$ cat src/gpu_settings.svh
`ifndef GPU_SETTINGS_SVH
`define GPU_SETTINGS_SVH

// Core shape
`define WARPS_PER_CORE 4
`define THREADS_PER_WARP 4

// Word width of registers and data memory
`define DATA_WIDTH 32

// Registers per thread with register 0 reading as zero
`define REG_COUNT 16

// Memory address widths
`define IMEM_ADDR_WIDTH 8
`define DMEM_ADDR_WIDTH 8

`endif

$ cat src/gpu_isa_pkg.sv
`include "gpu_settings.svh"

package gpu_isa_pkg;

    typedef logic [`DATA_WIDTH-1:0] data_t;
    typedef logic [31:0] instruction_t;
    typedef logic [3:0] reg_addr_t;

    // Top nibble of the instruction word with 6 to 15 left undefined
    typedef enum logic [3:0] {
        OP_ADD   = 4'h0,
        OP_SUB   = 4'h1,
        OP_ADDI  = 4'h2,
        OP_LANE  = 4'h3,
        OP_STORE = 4'h4,
        OP_HALT  = 4'h5
    } opcode_t;

    // Layout is opcode, rd, rs1, rs2, imm16
    typedef struct packed {
        opcode_t   opcode;
        reg_addr_t rd;
        reg_addr_t rs1;
        reg_addr_t rs2;
        data_t     imm;
        logic      is_store;
        logic      writes_reg;
        logic      is_halt;
    } decoded_instr_t;

endpackage

$ cat src/gpu_core_pkg.sv
`include "gpu_settings.svh"

package gpu_core_pkg;

    typedef logic [1:0] warp_id_t;
    typedef logic [1:0] lane_id_t;
    typedef logic [`IMEM_ADDR_WIDTH-1:0] imem_addr_t;
    typedef logic [`DMEM_ADDR_WIDTH-1:0] dmem_addr_t;
    typedef logic [2:0] warp_count_t;

    typedef enum logic [2:0] {
        WARP_IDLE,
        WARP_FETCH,
        WARP_READY,
        WARP_STORE_WAIT,
        WARP_DONE
    } warp_state_t;

    // Round-robin pick of the first requester at or after ptr
    function automatic warp_id_t rr_pick(input logic [`WARPS_PER_CORE-1:0] req,
                                         input warp_id_t ptr);
        warp_id_t pick;
        warp_id_t cand;
        pick = ptr;
        // Walk backwards so the candidate closest to ptr wins
        for (int i = `WARPS_PER_CORE - 1; i >= 0; i--) begin
            cand = warp_id_t'(ptr + i);
            if (req[cand]) begin
                pick = cand;
            end
        end
        return pick;
    endfunction

endpackage

$ cat src/gpu_interfaces.sv
`timescale 1ns/1ns
`include "gpu_settings.svh"

// Scheduler requests instructions, fetcher returns them tagged by warp
interface fetch_if;
    logic [`WARPS_PER_CORE-1:0] fetch_pending;
    gpu_core_pkg::imem_addr_t   pc [`WARPS_PER_CORE];
    logic                       fetch_done;
    gpu_core_pkg::warp_id_t     fetch_warp;
    gpu_isa_pkg::instruction_t  fetch_instruction;

    modport scheduler (
        output fetch_pending, pc,
        input  fetch_done, fetch_warp, fetch_instruction
    );

    modport fetcher (
        input  fetch_pending, pc,
        output fetch_done, fetch_warp, fetch_instruction
    );
endinterface

// Broadcast of the issued instruction to every lane and the store drain
interface lane_issue_if;
    logic                        issue;
    gpu_core_pkg::warp_id_t      issue_warp;
    gpu_isa_pkg::decoded_instr_t issue_instr;

    modport scheduler (output issue, issue_warp, issue_instr);
    modport lane (input issue, issue_warp, issue_instr);
    modport drain (input issue, issue_instr);
endinterface

// Captured store words, one slot per lane
interface store_bus_if;
    gpu_core_pkg::dmem_addr_t store_address [`THREADS_PER_WARP];
    gpu_isa_pkg::data_t       store_data [`THREADS_PER_WARP];
    logic                     busy;
    logic                     store_done;

    modport lane (output store_address, store_data);
    modport drain (input store_address, store_data, output busy, store_done);
    modport monitor (input busy, store_done);
endinterface

$ cat src/instruction_decoder.sv
`timescale 1ns/1ns

module instruction_decoder (
    input  gpu_isa_pkg::instruction_t   instr,
    output gpu_isa_pkg::decoded_instr_t decoded
);

    always_comb begin
        decoded.opcode = gpu_isa_pkg::opcode_t'(instr[31:28]);
        decoded.rd = instr[27:24];
        decoded.rs1 = instr[23:20];
        decoded.rs2 = instr[19:16];
        decoded.imm = {{(`DATA_WIDTH-16){instr[15]}}, instr[15:0]};
        decoded.is_store = 1'b0;
        decoded.writes_reg = 1'b0;
        decoded.is_halt = 1'b0;
        case (instr[31:28])
            gpu_isa_pkg::OP_ADD,
            gpu_isa_pkg::OP_SUB,
            gpu_isa_pkg::OP_ADDI,
            gpu_isa_pkg::OP_LANE: decoded.writes_reg = 1'b1;
            gpu_isa_pkg::OP_STORE: decoded.is_store = 1'b1;
            // HALT and every undefined opcode retire the warp
            default: decoded.is_halt = 1'b1;
        endcase
    end

endmodule

$ cat src/warp_scheduler.sv
`timescale 1ns/1ns
`include "gpu_settings.svh"

module warp_scheduler (
    input  logic                       clk,
    input  logic                       reset,
    input  logic                       start,
    input  gpu_core_pkg::warp_count_t  num_warps,
    fetch_if.scheduler                 fetch,
    lane_issue_if.scheduler            iss,
    store_bus_if.monitor               st,
    output logic                       done
);

    gpu_core_pkg::warp_state_t   state [`WARPS_PER_CORE];
    gpu_core_pkg::imem_addr_t    pc [`WARPS_PER_CORE];
    gpu_isa_pkg::decoded_instr_t instr [`WARPS_PER_CORE];
    gpu_isa_pkg::decoded_instr_t fetched_decoded;
    gpu_core_pkg::warp_id_t      issue_ptr;
    gpu_core_pkg::warp_id_t      issue_sel;
    logic [`WARPS_PER_CORE-1:0]  eligible;
    logic running;
    logic any_done;
    logic start_ok;

    instruction_decoder u_decoder (
        .instr(fetch.fetch_instruction),
        .decoded(fetched_decoded)
    );

    always_comb begin
        running = 1'b0;
        any_done = 1'b0;
        for (int i = 0; i < `WARPS_PER_CORE; i++) begin
            fetch.fetch_pending[i] = (state[i] == gpu_core_pkg::WARP_FETCH);
            fetch.pc[i] = pc[i];
            // A store waits here while the drain still owns the lane slots
            eligible[i] = (state[i] == gpu_core_pkg::WARP_READY) &&
                          !(instr[i].is_store && st.busy);
            if (state[i] == gpu_core_pkg::WARP_FETCH ||
                state[i] == gpu_core_pkg::WARP_READY ||
                state[i] == gpu_core_pkg::WARP_STORE_WAIT) begin
                running = 1'b1;
            end
            if (state[i] == gpu_core_pkg::WARP_DONE) begin
                any_done = 1'b1;
            end
        end
    end

    assign start_ok = start && !running && (num_warps != '0) &&
                      (num_warps <= gpu_core_pkg::warp_count_t'(`WARPS_PER_CORE));

    assign issue_sel = gpu_core_pkg::rr_pick(eligible, issue_ptr);

    // Issue is combinational so lanes and warp state update on the same edge
    assign iss.issue = |eligible;
    assign iss.issue_warp = issue_sel;
    assign iss.issue_instr = instr[issue_sel];

    always_ff @(posedge clk) begin
        if (reset) begin
            done <= 1'b0;
            issue_ptr <= '0;
            for (int i = 0; i < `WARPS_PER_CORE; i++) begin
                state[i] <= gpu_core_pkg::WARP_IDLE;
                pc[i] <= '0;
            end
        end else if (start_ok) begin
            done <= 1'b0;
            for (int i = 0; i < `WARPS_PER_CORE; i++) begin
                state[i] <= (gpu_core_pkg::warp_count_t'(i) < num_warps) ?
                            gpu_core_pkg::WARP_FETCH : gpu_core_pkg::WARP_IDLE;
                pc[i] <= '0;
            end
        end else begin
            done <= !running && any_done;
            if (fetch.fetch_done) begin
                state[fetch.fetch_warp] <= gpu_core_pkg::WARP_READY;
            end
            if (iss.issue) begin
                issue_ptr <= issue_sel + 2'd1;
                if (instr[issue_sel].is_halt) begin
                    state[issue_sel] <= gpu_core_pkg::WARP_DONE;
                end else if (instr[issue_sel].is_store) begin
                    state[issue_sel] <= gpu_core_pkg::WARP_STORE_WAIT;
                end else begin
                    state[issue_sel] <= gpu_core_pkg::WARP_FETCH;
                    pc[issue_sel] <= pc[issue_sel] + 1'b1;
                end
            end
            // At most one warp can be waiting on the drain
            if (st.store_done) begin
                for (int i = 0; i < `WARPS_PER_CORE; i++) begin
                    if (state[i] == gpu_core_pkg::WARP_STORE_WAIT) begin
                        state[i] <= gpu_core_pkg::WARP_FETCH;
                        pc[i] <= pc[i] + 1'b1;
                    end
                end
            end
        end
    end

    always_ff @(posedge clk) begin
        if (fetch.fetch_done) begin
            instr[fetch.fetch_warp] <= fetched_decoded;
        end
    end

endmodule

$ cat src/flat_wrapper.sv
// flat-port wrapper written by rule: the top's interface ports become plain ports
module warp_scheduler_flat 
  (clk, reset, start, num_warps, done, fetch_fetch_pending, fetch_pc, fetch_fetch_done, fetch_fetch_warp, fetch_fetch_instruction, iss_issue, iss_issue_warp, iss_issue_instr, st_busy, st_store_done);
  fetch_if fetch_i ();
  lane_issue_if iss_i ();
  store_bus_if st_i ();
  input  logic clk;
  input  logic reset;
  input  logic start;
  input  gpu_core_pkg::warp_count_t num_warps;
  output logic done;
  output wire logic [$bits(fetch_i.fetch_pending)-1:0] fetch_fetch_pending;
  output wire logic [$bits(fetch_i.pc)-1:0] fetch_pc;
  input wire logic [$bits(fetch_i.fetch_done)-1:0] fetch_fetch_done;
  input wire logic [$bits(fetch_i.fetch_warp)-1:0] fetch_fetch_warp;
  input wire logic [$bits(fetch_i.fetch_instruction)-1:0] fetch_fetch_instruction;
  output wire logic [$bits(iss_i.issue)-1:0] iss_issue;
  output wire logic [$bits(iss_i.issue_warp)-1:0] iss_issue_warp;
  output wire logic [$bits(iss_i.issue_instr)-1:0] iss_issue_instr;
  input wire logic [$bits(st_i.busy)-1:0] st_busy;
  input wire logic [$bits(st_i.store_done)-1:0] st_store_done;
  assign fetch_fetch_pending = fetch_i.fetch_pending;
  assign fetch_pc = {>>{fetch_i.pc}};
  assign fetch_i.fetch_done = fetch_fetch_done;
  assign fetch_i.fetch_warp = fetch_fetch_warp;
  assign fetch_i.fetch_instruction = fetch_fetch_instruction;
  assign iss_issue = iss_i.issue;
  assign iss_issue_warp = iss_i.issue_warp;
  assign iss_issue_instr = iss_i.issue_instr;
  assign st_i.busy = st_busy;
  assign st_i.store_done = st_store_done;
  warp_scheduler u_core (.clk(clk), .reset(reset), .start(start), .num_warps(num_warps), .fetch(fetch_i), .iss(iss_i), .st(st_i), .done(done));
endmodule
$ cat config.mk
export PLATFORM = sky130hd
export DESIGN_NAME = warp_scheduler_flat
export DESIGN_NICKNAME = d
export VERILOG_FILES = /design/src/gpu_isa_pkg.sv /design/src/gpu_core_pkg.sv /design/src/gpu_interfaces.sv /design/src/instruction_decoder.sv /design/src/warp_scheduler.sv /design/src/flat_wrapper.sv
export VERILOG_INCLUDE_DIRS = /design/src
export SDC_FILE = /design/constraint.sdc
export NUM_CORES = 1
export LEC_CHECK = 0
export BUFFER_PORTS_ARGS = -buffer_cell sky130_fd_sc_hd__buf_2
export CAP_MARGIN = 10
export CORE_UTILIZATION = 61
export CTS_CLUSTER_SIZE = 20
export DETAILED_ROUTE_END_ITERATION = 16
export PLACE_DENSITY = 0.85
export SETUP_SLACK_MARGIN = 0.02
export SLEW_MARGIN = 10
export SYNTH_ARGS = -nofsm -noshare
export SYNTH_HDL_FRONTEND = slang
export SYNTH_SLANG_ARGS = --single-unit
$ cat constraint.sdc
create_clock -name clk -period 7.4 [get_ports clk]
set_clock_uncertainty 0.2 [all_clocks]
set_input_delay 1.11 -clock clk [delete_from_list [all_inputs] [get_ports clk]]
set_output_delay 1.11 -clock clk [all_outputs]
set_load 0.005 [all_outputs]
==> results of run 1 <==
synth_stat cells, types with 13 or more instances:
master      n  area [sq um]
xnor2_1    13           114
nand3_1    22           110
buf_4      19           143
xor2_1     15           131
nand2_1   183           687
a21oi_1    13          65.1
and3_1     40           250
a31oi_1    37           231
nor2_1     29           109
clkbuf_1   23          86.3
edfxtp_1  181          5440
or3_1      15          93.8
o21ai_0    23           115
stage by stage:
step	cell area [sq um]	power, W	std cells	worst slack [ns]	hold WS (ns)
after floorplan	8830	0.00205	763	2.32	0.310
final	10100	0.00330	1063	2.01	0.387
after detailed placement	9480	0.00239	1031	2.05	0.374
after global routing	10100	0.00345	1063	1.58	0.422
after global placement	9480	0.00237	1031	2.21	0.359
after CTS	10100	0.00329	1063	2.02	0.381
logic make-up (layout without fill, tap and decap cells):
logic type / after synthesis / in the layout
compound gates: 124 / 124
fa+ha+maj: 9 / 9
simple gates: 342 / 342
flops: 187 / 187
buf+inv: 66 / 186
mux: 7 / 7
xor+xnor: 28 / 28
worst max-delay path, stage by stage:
cell	delay, ns
buf_2	0.12
a211oi_1	0.32
a21boi_0	0.16
o21a_1	0.26
or2_4	0.38
inv_2	0.50
buf_4	0.53
nand2_1	0.12
and3_1	0.20
a31oi_1	0.20
buf_2	0.15
cells in the final DEF (no fill, tap or decap), types with 13 or more instances in the layout:
cell type  instances
a31oi_1           37
and3_1            40
buf_2            133
clkbuf_16         17
edfxtp_1         181
nand2_1          183
nand3_1           22
nor2_1            29
o21ai_0           23
or3_1             15
xnor2_1           13
xor2_1            15
worst max-delay path by stage:
stage / cells after the start / startpoint / slack, ns / end
CTS: 10 / st_busy / 2.02 / iss_issue_instr[30]
finish: 11 / st_busy / 2.01 / iss_issue_instr[15]
detailed placement: 10 / st_busy / 2.05 / iss_issue_instr[30]
global route: 10 / st_busy / 1.58 / iss_issue_instr[27]
floorplan: 13 / st_busy / 2.32 / iss_issue_instr[19]
global placement: 10 / st_busy / 2.21 / iss_issue_instr[34]
cell type report:
class                           count  area (sq um)  area share (%)
Sequential cell                   187          5560            55.2
Multi-Input combinational cell    510          2940            29.2
Timing Repair Buffer              139           711            7.06
Clock buffer                       18           429            4.26
Tap cell                          180           225            2.24
Clock inverter                     14           159            1.58
Inverter                           15          56.3           0.559
layer usage:
| layer | GRT usage, % | wire length, microns | share of wire (%) |
|---|---|---|---|
| met4 | 15.0 | 548 | 2.7 |
| met3 | 7.76 | 2130 | 10 |
| met1 | 35.9 | 7930 | 39 |
| met2 | 43.8 | 9760 | 48 |
| met5 | 0 | 0 | 0 |
power breakdown:
| part | switching, W | total [W] | internal, W |
|---|---|---|---|
| logic | 0.000709 | 0.00110 | 0.000386 |
| registers | 0.0000590 | 0.00131 | 0.00125 |
| clock network | 0.000395 | 0.000900 | 0.000505 |
sequential cells by signal, indices dropped and copies added (netlist names):
signal and count:
u_core.instr 140, u_core.pc 32, u_core.state 12, u_core.issue_ptr 2, u_core.done 1
==> results.json, run 1 <==
{
  "status": "finished clean",
  "route.detailed.drc": 0,
  "maxSlewHeadroom_pct": 30.0,
  "dieHeight_microns": 122,
  "std_cell_rows": 43,
  "routedWlPerCell_microns": 19.2,
  "r2r_slack_ns": 2.42,
  "clock.fmax_mhz": 186,
  "clkTransAtPathRegs_ns": 0.06,
  "finalSetupViolations": 0,
  "p_leak_nw": 3.88,
  "synth_nets": 815,
  "synthXorXnorAreaFrac_pct": 2.78,
  "cts.sinks": 187,
  "tightestPinTransition_ns": 1.05,
  "ys_seq_elements": 187,
  "yosys-mux-area-fraction_pct": 0.808,
  "cts_buffers": 17,
  "cp-end-kind": "primary output",
  "insertion_delay_ns": 0.43,
  "grt_antenna_before_repair": 0,
  "clockBufferDepth": 2,
  "cts_root_buf": "clkbuf_16",
  "hold_start": "u_core.state[3][2]",
  "powerDensity_nw_per_um2": 328,
  "worst_r2r_endpoint": "u_core.pc[1][4]",
  "syn_area_per_cell_sq_um": 11.6,
  "die-area_sq_um": 15000,
  "layout-drive-gt1-share_pct": 22.2,
  "cts_tree": "built",
  "antenna_cells": 0,
  "htreeDepth": 4,
  "ys_warn_count": 0,
  "initial_core_util_pct": 63.1,
  "grt_start_max_net_pins": 63,
  "r2r-start": "u_core.state[2][2]",
  "cts_setup_buffers": 0,
  "min_period_over_period_pct": 72.8,
  "hold_depth": 2,
  "cp.arrival_ns": 4.08,
  "synth_fa_ha_area_share_pct": 1.28,
  "ioPinCount": 134,
  "ant_nets": 0,
  "fin_util_pct": 72.0,
  "place_hpwl_mm": 12.7,
  "netlist_area_sq_um": 8830,
  "synth.distinct_cells": 66,
  "hold_viol_final": 0,
  "synth_flop_cell": "edfxtp_1",
  "routabilityCongestion": 0.965,
  "ir_drop_mv": 0.216,
  "synth_compound_area_share_pct": 9.75,
  "r2r_cells": 13,
  "grt-ovfl-total": 0,
  "drv_cap": 0,
  "finalCriticalPeriod_ns": 5.39,
  "path_class": "input pin to primary output",
  "postCtsHoldBufs": 0,
  "area_growth_pct": 14.1,
  "async_flop_share_pct": 0,
  "io_buffers": 133,
  "die_width_microns": 122,
  "grt_pass1_vias": 6131,
  "routed_via_density": 6.20,
  "drt-total-wl_mm": 20.4,
  "critPathRequiredTime_ns": 6.09,
  "detailedRoute.firstPassIterationCount": 9,
  "grt_util_all_layers_pct": 28.1,
  "synth_cells": 763,
  "vias": 6591,
  "setup_tns_ns": 0,
  "fillers": 946,
  "yosysSeqAreaShare_pct": 62.9,
  "synth_edf_count": 181,
  "crit_path_max_fanout": 43,
  "rsz0062_at_grt": "no",
  "synthSimpleGateAreaFrac_pct": 18.5,
  "cts_resized": 0,
  "finalMaxSlewViolations": 0,
  "dr.first_iter.drc_count": 704,
  "grt_pass1_wl_mm": 31.0,
  "start_kind": "input pin",
  "synth_top_family_by_area": "simple AND/OR/NAND/NOR gates",
  "hold_end": "u_core.state[3][2]",
  "nNetsFinal": 922,
  "hold_path.class": "register to register",
  "core_area_sq_um": 14000
}
Power figures use the tool's default switching activity.
==> run 2: changes to the inputs <==
- CORE_UTILIZATION: 61 -> 52
- PLACE_DENSITY: 0.85 -> 0.77
- clock period: 7.4 -> 4.6 ns (I/O delays scaled with it)
==> results.json, run 2 (synthesized netlist as in run 1, its figures left out) <==
{
  "status": "finished clean",
  "postCtsHoldBufs": 0,
  "insertion_delay_ns": 0.43,
  "path_class": "register to primary output",
  "area_growth_pct": 15.5,
  "most-common-layout-cells": "nand2_1 (183), edfxtp_1 (181), buf_2 (133)",
  "drv_cap": 0,
  "ioPinCount": 134,
  "grt_pass1_wl_mm": 31.2,
  "setup_tns_ns": 0,
  "rsz0062_at_grt": "no",
  "grt_start_max_net_pins": 70,
  "std_cell_rows": 47,
  "grt_pass1_vias": 6042,
  "dieHeight_microns": 132,
  "initial_core_util_pct": 53.2,
  "power_frac_clock_pct": 26.8,
  "switchingPower_w": 0.00189,
  "clkTransAtPathRegs_ns": 0.07,
  "place_inst": 1079,
  "routabilityCongestion": 0.938,
  "htreeDepth": 4,
  "regArea_sq_um": 5560,
  "crit_path_max_fanout": 28,
  "place_hpwl_mm": 12.8,
  "nNetsFinal": 930,
  "drt-total-wl_mm": 20.0,
  "core_area_sq_um": 16600,
  "cts_buffers": 17,
  "finalCriticalPeriod_ns": 4.38,
  "ant_nets": 0,
  "seq_power_share_pct": 39.8,
  "final_cells": 1112,
  "cp.arrival_ns": 3.49,
  "cts_root_buf": "clkbuf_16",
  "ir_drop_mv": 0.341,
  "dr.first_iter.drc_count": 809,
  "p_int_w": 0.00339,
  "cts_tree": "built",
  "routedWlPerCell_microns": 18.0,
  "path_cells": "nor3b_2 -> nand2_1 -> a311oi_1 -> a21oi_4 -> inv_2 -> buf_4 -> a211oi_1 -> or2_2 -> inv_1 -> buf_2",
  "io_buffers": 133,
  "r2r-start": "u_core.state[2][2]",
  "die-area_sq_um": 17500,
  "grt-ovfl-total": 0,
  "clock.fmax_mhz": 228,
  "regMostFlops": "u_core.instr",
  "detailedRoute.firstPassIterationCount": 5,
  "maxSlewHeadroom_pct": 42.8,
  "critPathRequiredTime_ns": 3.71,
  "multi_input_area_sq_um": 2940,
  "comb_power_share_pct": 33.4,
  "routed_via_density": 5.83,
  "p_leak_nw": 3.93,
  "powerDensity_nw_per_um2": 517,
  "fillers": 1315,
  "critical_path.max_stage_delay_ns": 0.49,
  "hold_viol_final": 0,
  "hold_path.class": "input pin to register",
  "layout_commonest_cell": "nand2_1",
  "vias": 6480,
  "critPathLaunch": "u_core.state[2][2]",
  "clockBufferDepth": 2,
  "min_period_over_period_pct": 95.2,
  "grt_antenna_before_repair": 1,
  "finalSetupViolations": 0,
  "largest_reg_flops": 140,
  "tightestPinTransition_ns": 0.845,
  "sw_frac_of_total_pct": 35.8,
  "crit_slowest_cell": "a311oi_1",
  "start_kind": "register",
  "layout-drive-gt1-share_pct": 23.0,
  "reg_top3": "u_core.instr (140), u_core.pc (32), u_core.state (12)",
  "hold_start": "fetch_fetch_instruction[8]",
  "route.detailed.drc": 0,
  "grt_util_all_layers_pct": 23.2,
  "die_width_microns": 132,
  "finalMaxSlewViolations": 0,
  "cp-end-kind": "primary output",
  "cts.sinks": 187
}
## run 2: cell count changes in the layout (fill, tap and decap cells not counted), sizes merged, moves of 2 or more
| cell | delta |
|---|---|
| inv | +2 |
| bufinv | -2 |
| clkinvlp | -2 |
| buf | +8 |
## run 2: stage by stage
| stage | total power (W) | hold slack, ns | util (%) | worst slack (ns) | instance area [sq um] |
|---|---|---|---|---|---|
| after CTS | 0.00527 | 0.254 | 61.4 | 0.116 | 10200 |
| after detailed placement | 0.00388 | 0.362 | 57.9 | 0.444 | 9610 |
| after floorplan | 0.00330 | 0.310 | - | 0.358 | 8830 |
| after global placement | 0.00385 | 0.348 | 57.9 | 0.610 | 9610 |
| after global routing | 0.00552 | 0.255 | 61.5 | 0.0602 | 10200 |
| final | 0.00528 | 0.265 | 61.5 | 0.221 | 10200 |
## run 2: repair_timing
| item | CTS | global route |
|---|---|---|
| setup endpoints to repair | 0 | 18 |
| setup buffers | 0 | 0 |
| endpoints found under the hold margin | 0 | 0 |
| resized for setup | 0 | 1 |
## run 2: per-layer routing
layer,global-route usage (%),wire (microns),vias to the layer above
li1,-,-,3040
met1,30.4,8280,3054
met2,37.0,9490,346
met3,6.31,1860,40
met4,8.94,413,0
met5,0,0,-
## run 2: final timing paths
kind              cells after the start             endpoint  slack (ns)
hold reg to reg                       2   u_core.state[3][2]        0.37
setup / recovery                     10   iss_issue_instr[0]        0.22
hold / removal                        1  u_core.instr[1][11]        0.27
setup reg to reg                     12      u_core.pc[1][4]        0.67
## run 2: critical path, delay by kind of cell, from the launching register on
family,cells,cell delay [ns]
AOI/OAI and AO/OA,3,0.66
buffers and inverters,4,0.98
and+or+nand+nor,3,0.96
DFF,1,0.45
## run 2: power by group through the flow
stage	clock network (W)	logic, W	registers [W]
finish	0.00141	0.00176	0.00210
CTS	0.00142	0.00175	0.00210
floorplan	0	0.00119	0.00211
global placement	0	0.00172	0.00213
global route	0.00148	0.00192	0.00211
detailed placement	0	0.00174	0.00213
## run 2: area by class of cell
cell class | count | area share, %
clock buffers | 19 | 4.25
inverters | 15 | 0.552
multi-input cells | 510 | 28.9
clock inverters | 13 | 1.45
flip-flops and latches | 187 | 54.5
well taps | 220 | 2.70
repair buffers | 147 | 7.68
diodes | 1 | 0.0245
==> run 3: changes to the inputs <==
- RECOVER_POWER: default -> 100
==> results.json, run 3 (synthesized netlist as in run 1, its figures left out) <==
{
  "grt_util_all_layers_pct": 23.2,
  "routabilityCongestion": 0.938,
  "finalMaxSlewViolations": 145,
  "dr.first_iter.drc_count": 814,
  "route.detailed.drc": 0,
  "wl_met2_mm": 9.46,
  "cts_resized": 0,
  "worst_r2r_endpoint": "u_core.pc[1][4]",
  "top_layer": "met4",
  "min_period_over_period_pct": 94.0,
  "htreeDepth": 4,
  "r2r_cells": 11,
  "path_cells": "nor3b_2 -> nand2_1 -> a311oi_1 -> a21oi_4 -> inv_2 -> buf_4 -> a211oi_1 -> or2_2 -> inv_1 -> buf_2",
  "dieHeight_microns": 132,
  "ant_nets": 0,
  "die_width_microns": 132,
  "core_area_sq_um": 16600,
  "path_class": "register to primary output",
  "crit_slowest_cell": "a311oi_1",
  "layout-drive-gt1-share_pct": 13.4,
  "clock.fmax_mhz": 231,
  "maxSlewHeadroom_pct": -56.7,
  "finalSetupViolations": 0,
  "most-common-layout-cells": "nand2_1 (183), edfxtp_1 (181), clkbuf_1 (77)",
  "die-area_sq_um": 17500,
  "insertion_delay_ns": 0.43,
  "powerDensity_nw_per_um2": 519,
  "finalCriticalPeriod_ns": 4.32,
  "whs_ns": 0.309,
  "cts_tree": "built",
  "hold_depth": 1,
  "grt_pass1_wl_mm": 31.2,
  "cts_root_buf": "clkbuf_16",
  "cp.arrival_ns": 3.43,
  "hold_end": "u_core.instr[2][38]",
  "status": "finished, violations left",
  "std_cell_rows": 47,
  "detailedRoute.firstPassIterationCount": 5,
  "postCtsHoldBufs": 0,
  "fillers": 1367,
  "start_kind": "register",
  "wl_met1_mm": 8.31,
  "io_buffers": 133,
  "drt-total-wl_mm": 20.1,
  "tightestPinTransition_ns": 2.35,
  "violations": "capacitance limit, slew limit",
  "critical_path.max_stage_delay_ns": 0.48,
  "vias": 6558,
  "p_leak_nw": 3.69,
  "hold_viol_final": 0,
  "drv_cap": 4,
  "r2r-start": "u_core.state[2][2]",
  "clkTransAtPathRegs_ns": 0.07,
  "clockBufferDepth": 2,
  "rsz0062_at_grt": "no",
  "grt_pass1_vias": 6042,
  "area_growth_pct": 13.7,
  "grt-ovfl-total": 0,
  "critPathRequiredTime_ns": 3.71,
  "cts.sinks": 187,
  "routed_via_density": 5.90,
  "ir_drop_mv": 0.340,
  "crit_path_max_fanout": 28,
  "regMostFlops": "u_core.instr",
  "initial_core_util_pct": 53.2,
  "hold_start": "fetch_fetch_instruction[19]",
  "setup_tns_ns": 0,
  "antenna_cells": 0,
  "nNetsFinal": 930,
  "ioPinCount": 134,
  "reg_top3": "u_core.instr (140), u_core.pc (32), u_core.state (12)",
  "grt_start_max_net_pins": 70,
  "layout_commonest_cell": "nand2_1",
  "largest_reg_flops": 140,
  "cts_setup_buffers": 0,
  "cp-end-kind": "primary output",
  "cts_buffers": 17,
  "grt_antenna_before_repair": 0,
  "place_hpwl_mm": 12.8,
  "routedWlPerCell_microns": 18.0,
  "met3_length_mm": 1.88,
  "hold_path.class": "input pin to register",
  "r2r_slack_ns": 0.33
}
## run 3: cell types whose count changed in the layout (fill, tap and decap cells not counted), sizes merged
cell / previous run / this run
buf: 147 / 64
clkbuf: 19 / 102
diode: 1 / 0
## run 3: worst max-delay path by stage
| stage | from | to | slack (ns) | depth (start not counted) |
|---|---|---|---|---|
| 5_1_grt | u_core.state[1][2] | iss_issue_instr[25] | 0.04 | 11 |
| 3_5_place_dp | st_busy | u_core.pc[3][6] | 0.44 | 15 |
| 4_1_cts | u_core.state[2][2] | iss_issue_instr[0] | 0.12 | 10 |
| 2_1_floorplan | st_busy | iss_issue_instr[19] | 0.36 | 13 |
| 3_3_place_gp | st_busy | u_core.pc[3][6] | 0.61 | 15 |
| 6_report | u_core.state[2][2] | iss_issue_instr[0] | 0.28 | 10 |
## run 3: report_power, final
part / switching (W) / internal (W) / leakage, nW
Clock: 0.000678 / 0.000729 / 0.284
Combinational: 0.00111 / 0.000597 / 1.65
Sequential: 0.0000953 / 0.00201 / 1.76
Total: 0.00188 / 0.00333 / 3.69
## run 3: per-layer routing
metal	GRT usage, %	up-vias
li1	-	3041
met2	37.0	365
met4	8.94	0
met3	6.31	40
met1	30.4	3112
met5	0	-
## run 3: layout make-up
cell class,count,area [sq um],area share [%]
multi-input cells,510,2900,28.9
well taps,220,275,2.74
clock inverters,13,148,1.47
inverters,15,56.3,0.561
clock buffers,19,433,4.31
flip-flops and latches,187,5560,55.3
repair buffers,147,672,6.69
## run 3: through the flow
stage | util (%) | area [sq um] | total power (W) | cells | worst slack (ns)
after floorplan | - | 8830 | 0.00330 | 763 | 0.358
after global placement | 57.9 | 9610 | 0.00385 | 1079 | 0.610
after detailed placement | 57.9 | 9610 | 0.00388 | 1079 | 0.444
after CTS | 61.4 | 10200 | 0.00527 | 1111 | 0.116
after global routing | 60.6 | 10000 | 0.00546 | 1111 | 0.0415
final | 60.6 | 10000 | 0.00521 | 1111 | 0.277
## run 3: worst max-delay path: cells and delay by family, from the launching register on
family          cells  cell delay [ns]
compound gates      3             0.64
flops               1             0.45
simple gates        3             0.96
buf+inv             4             0.94
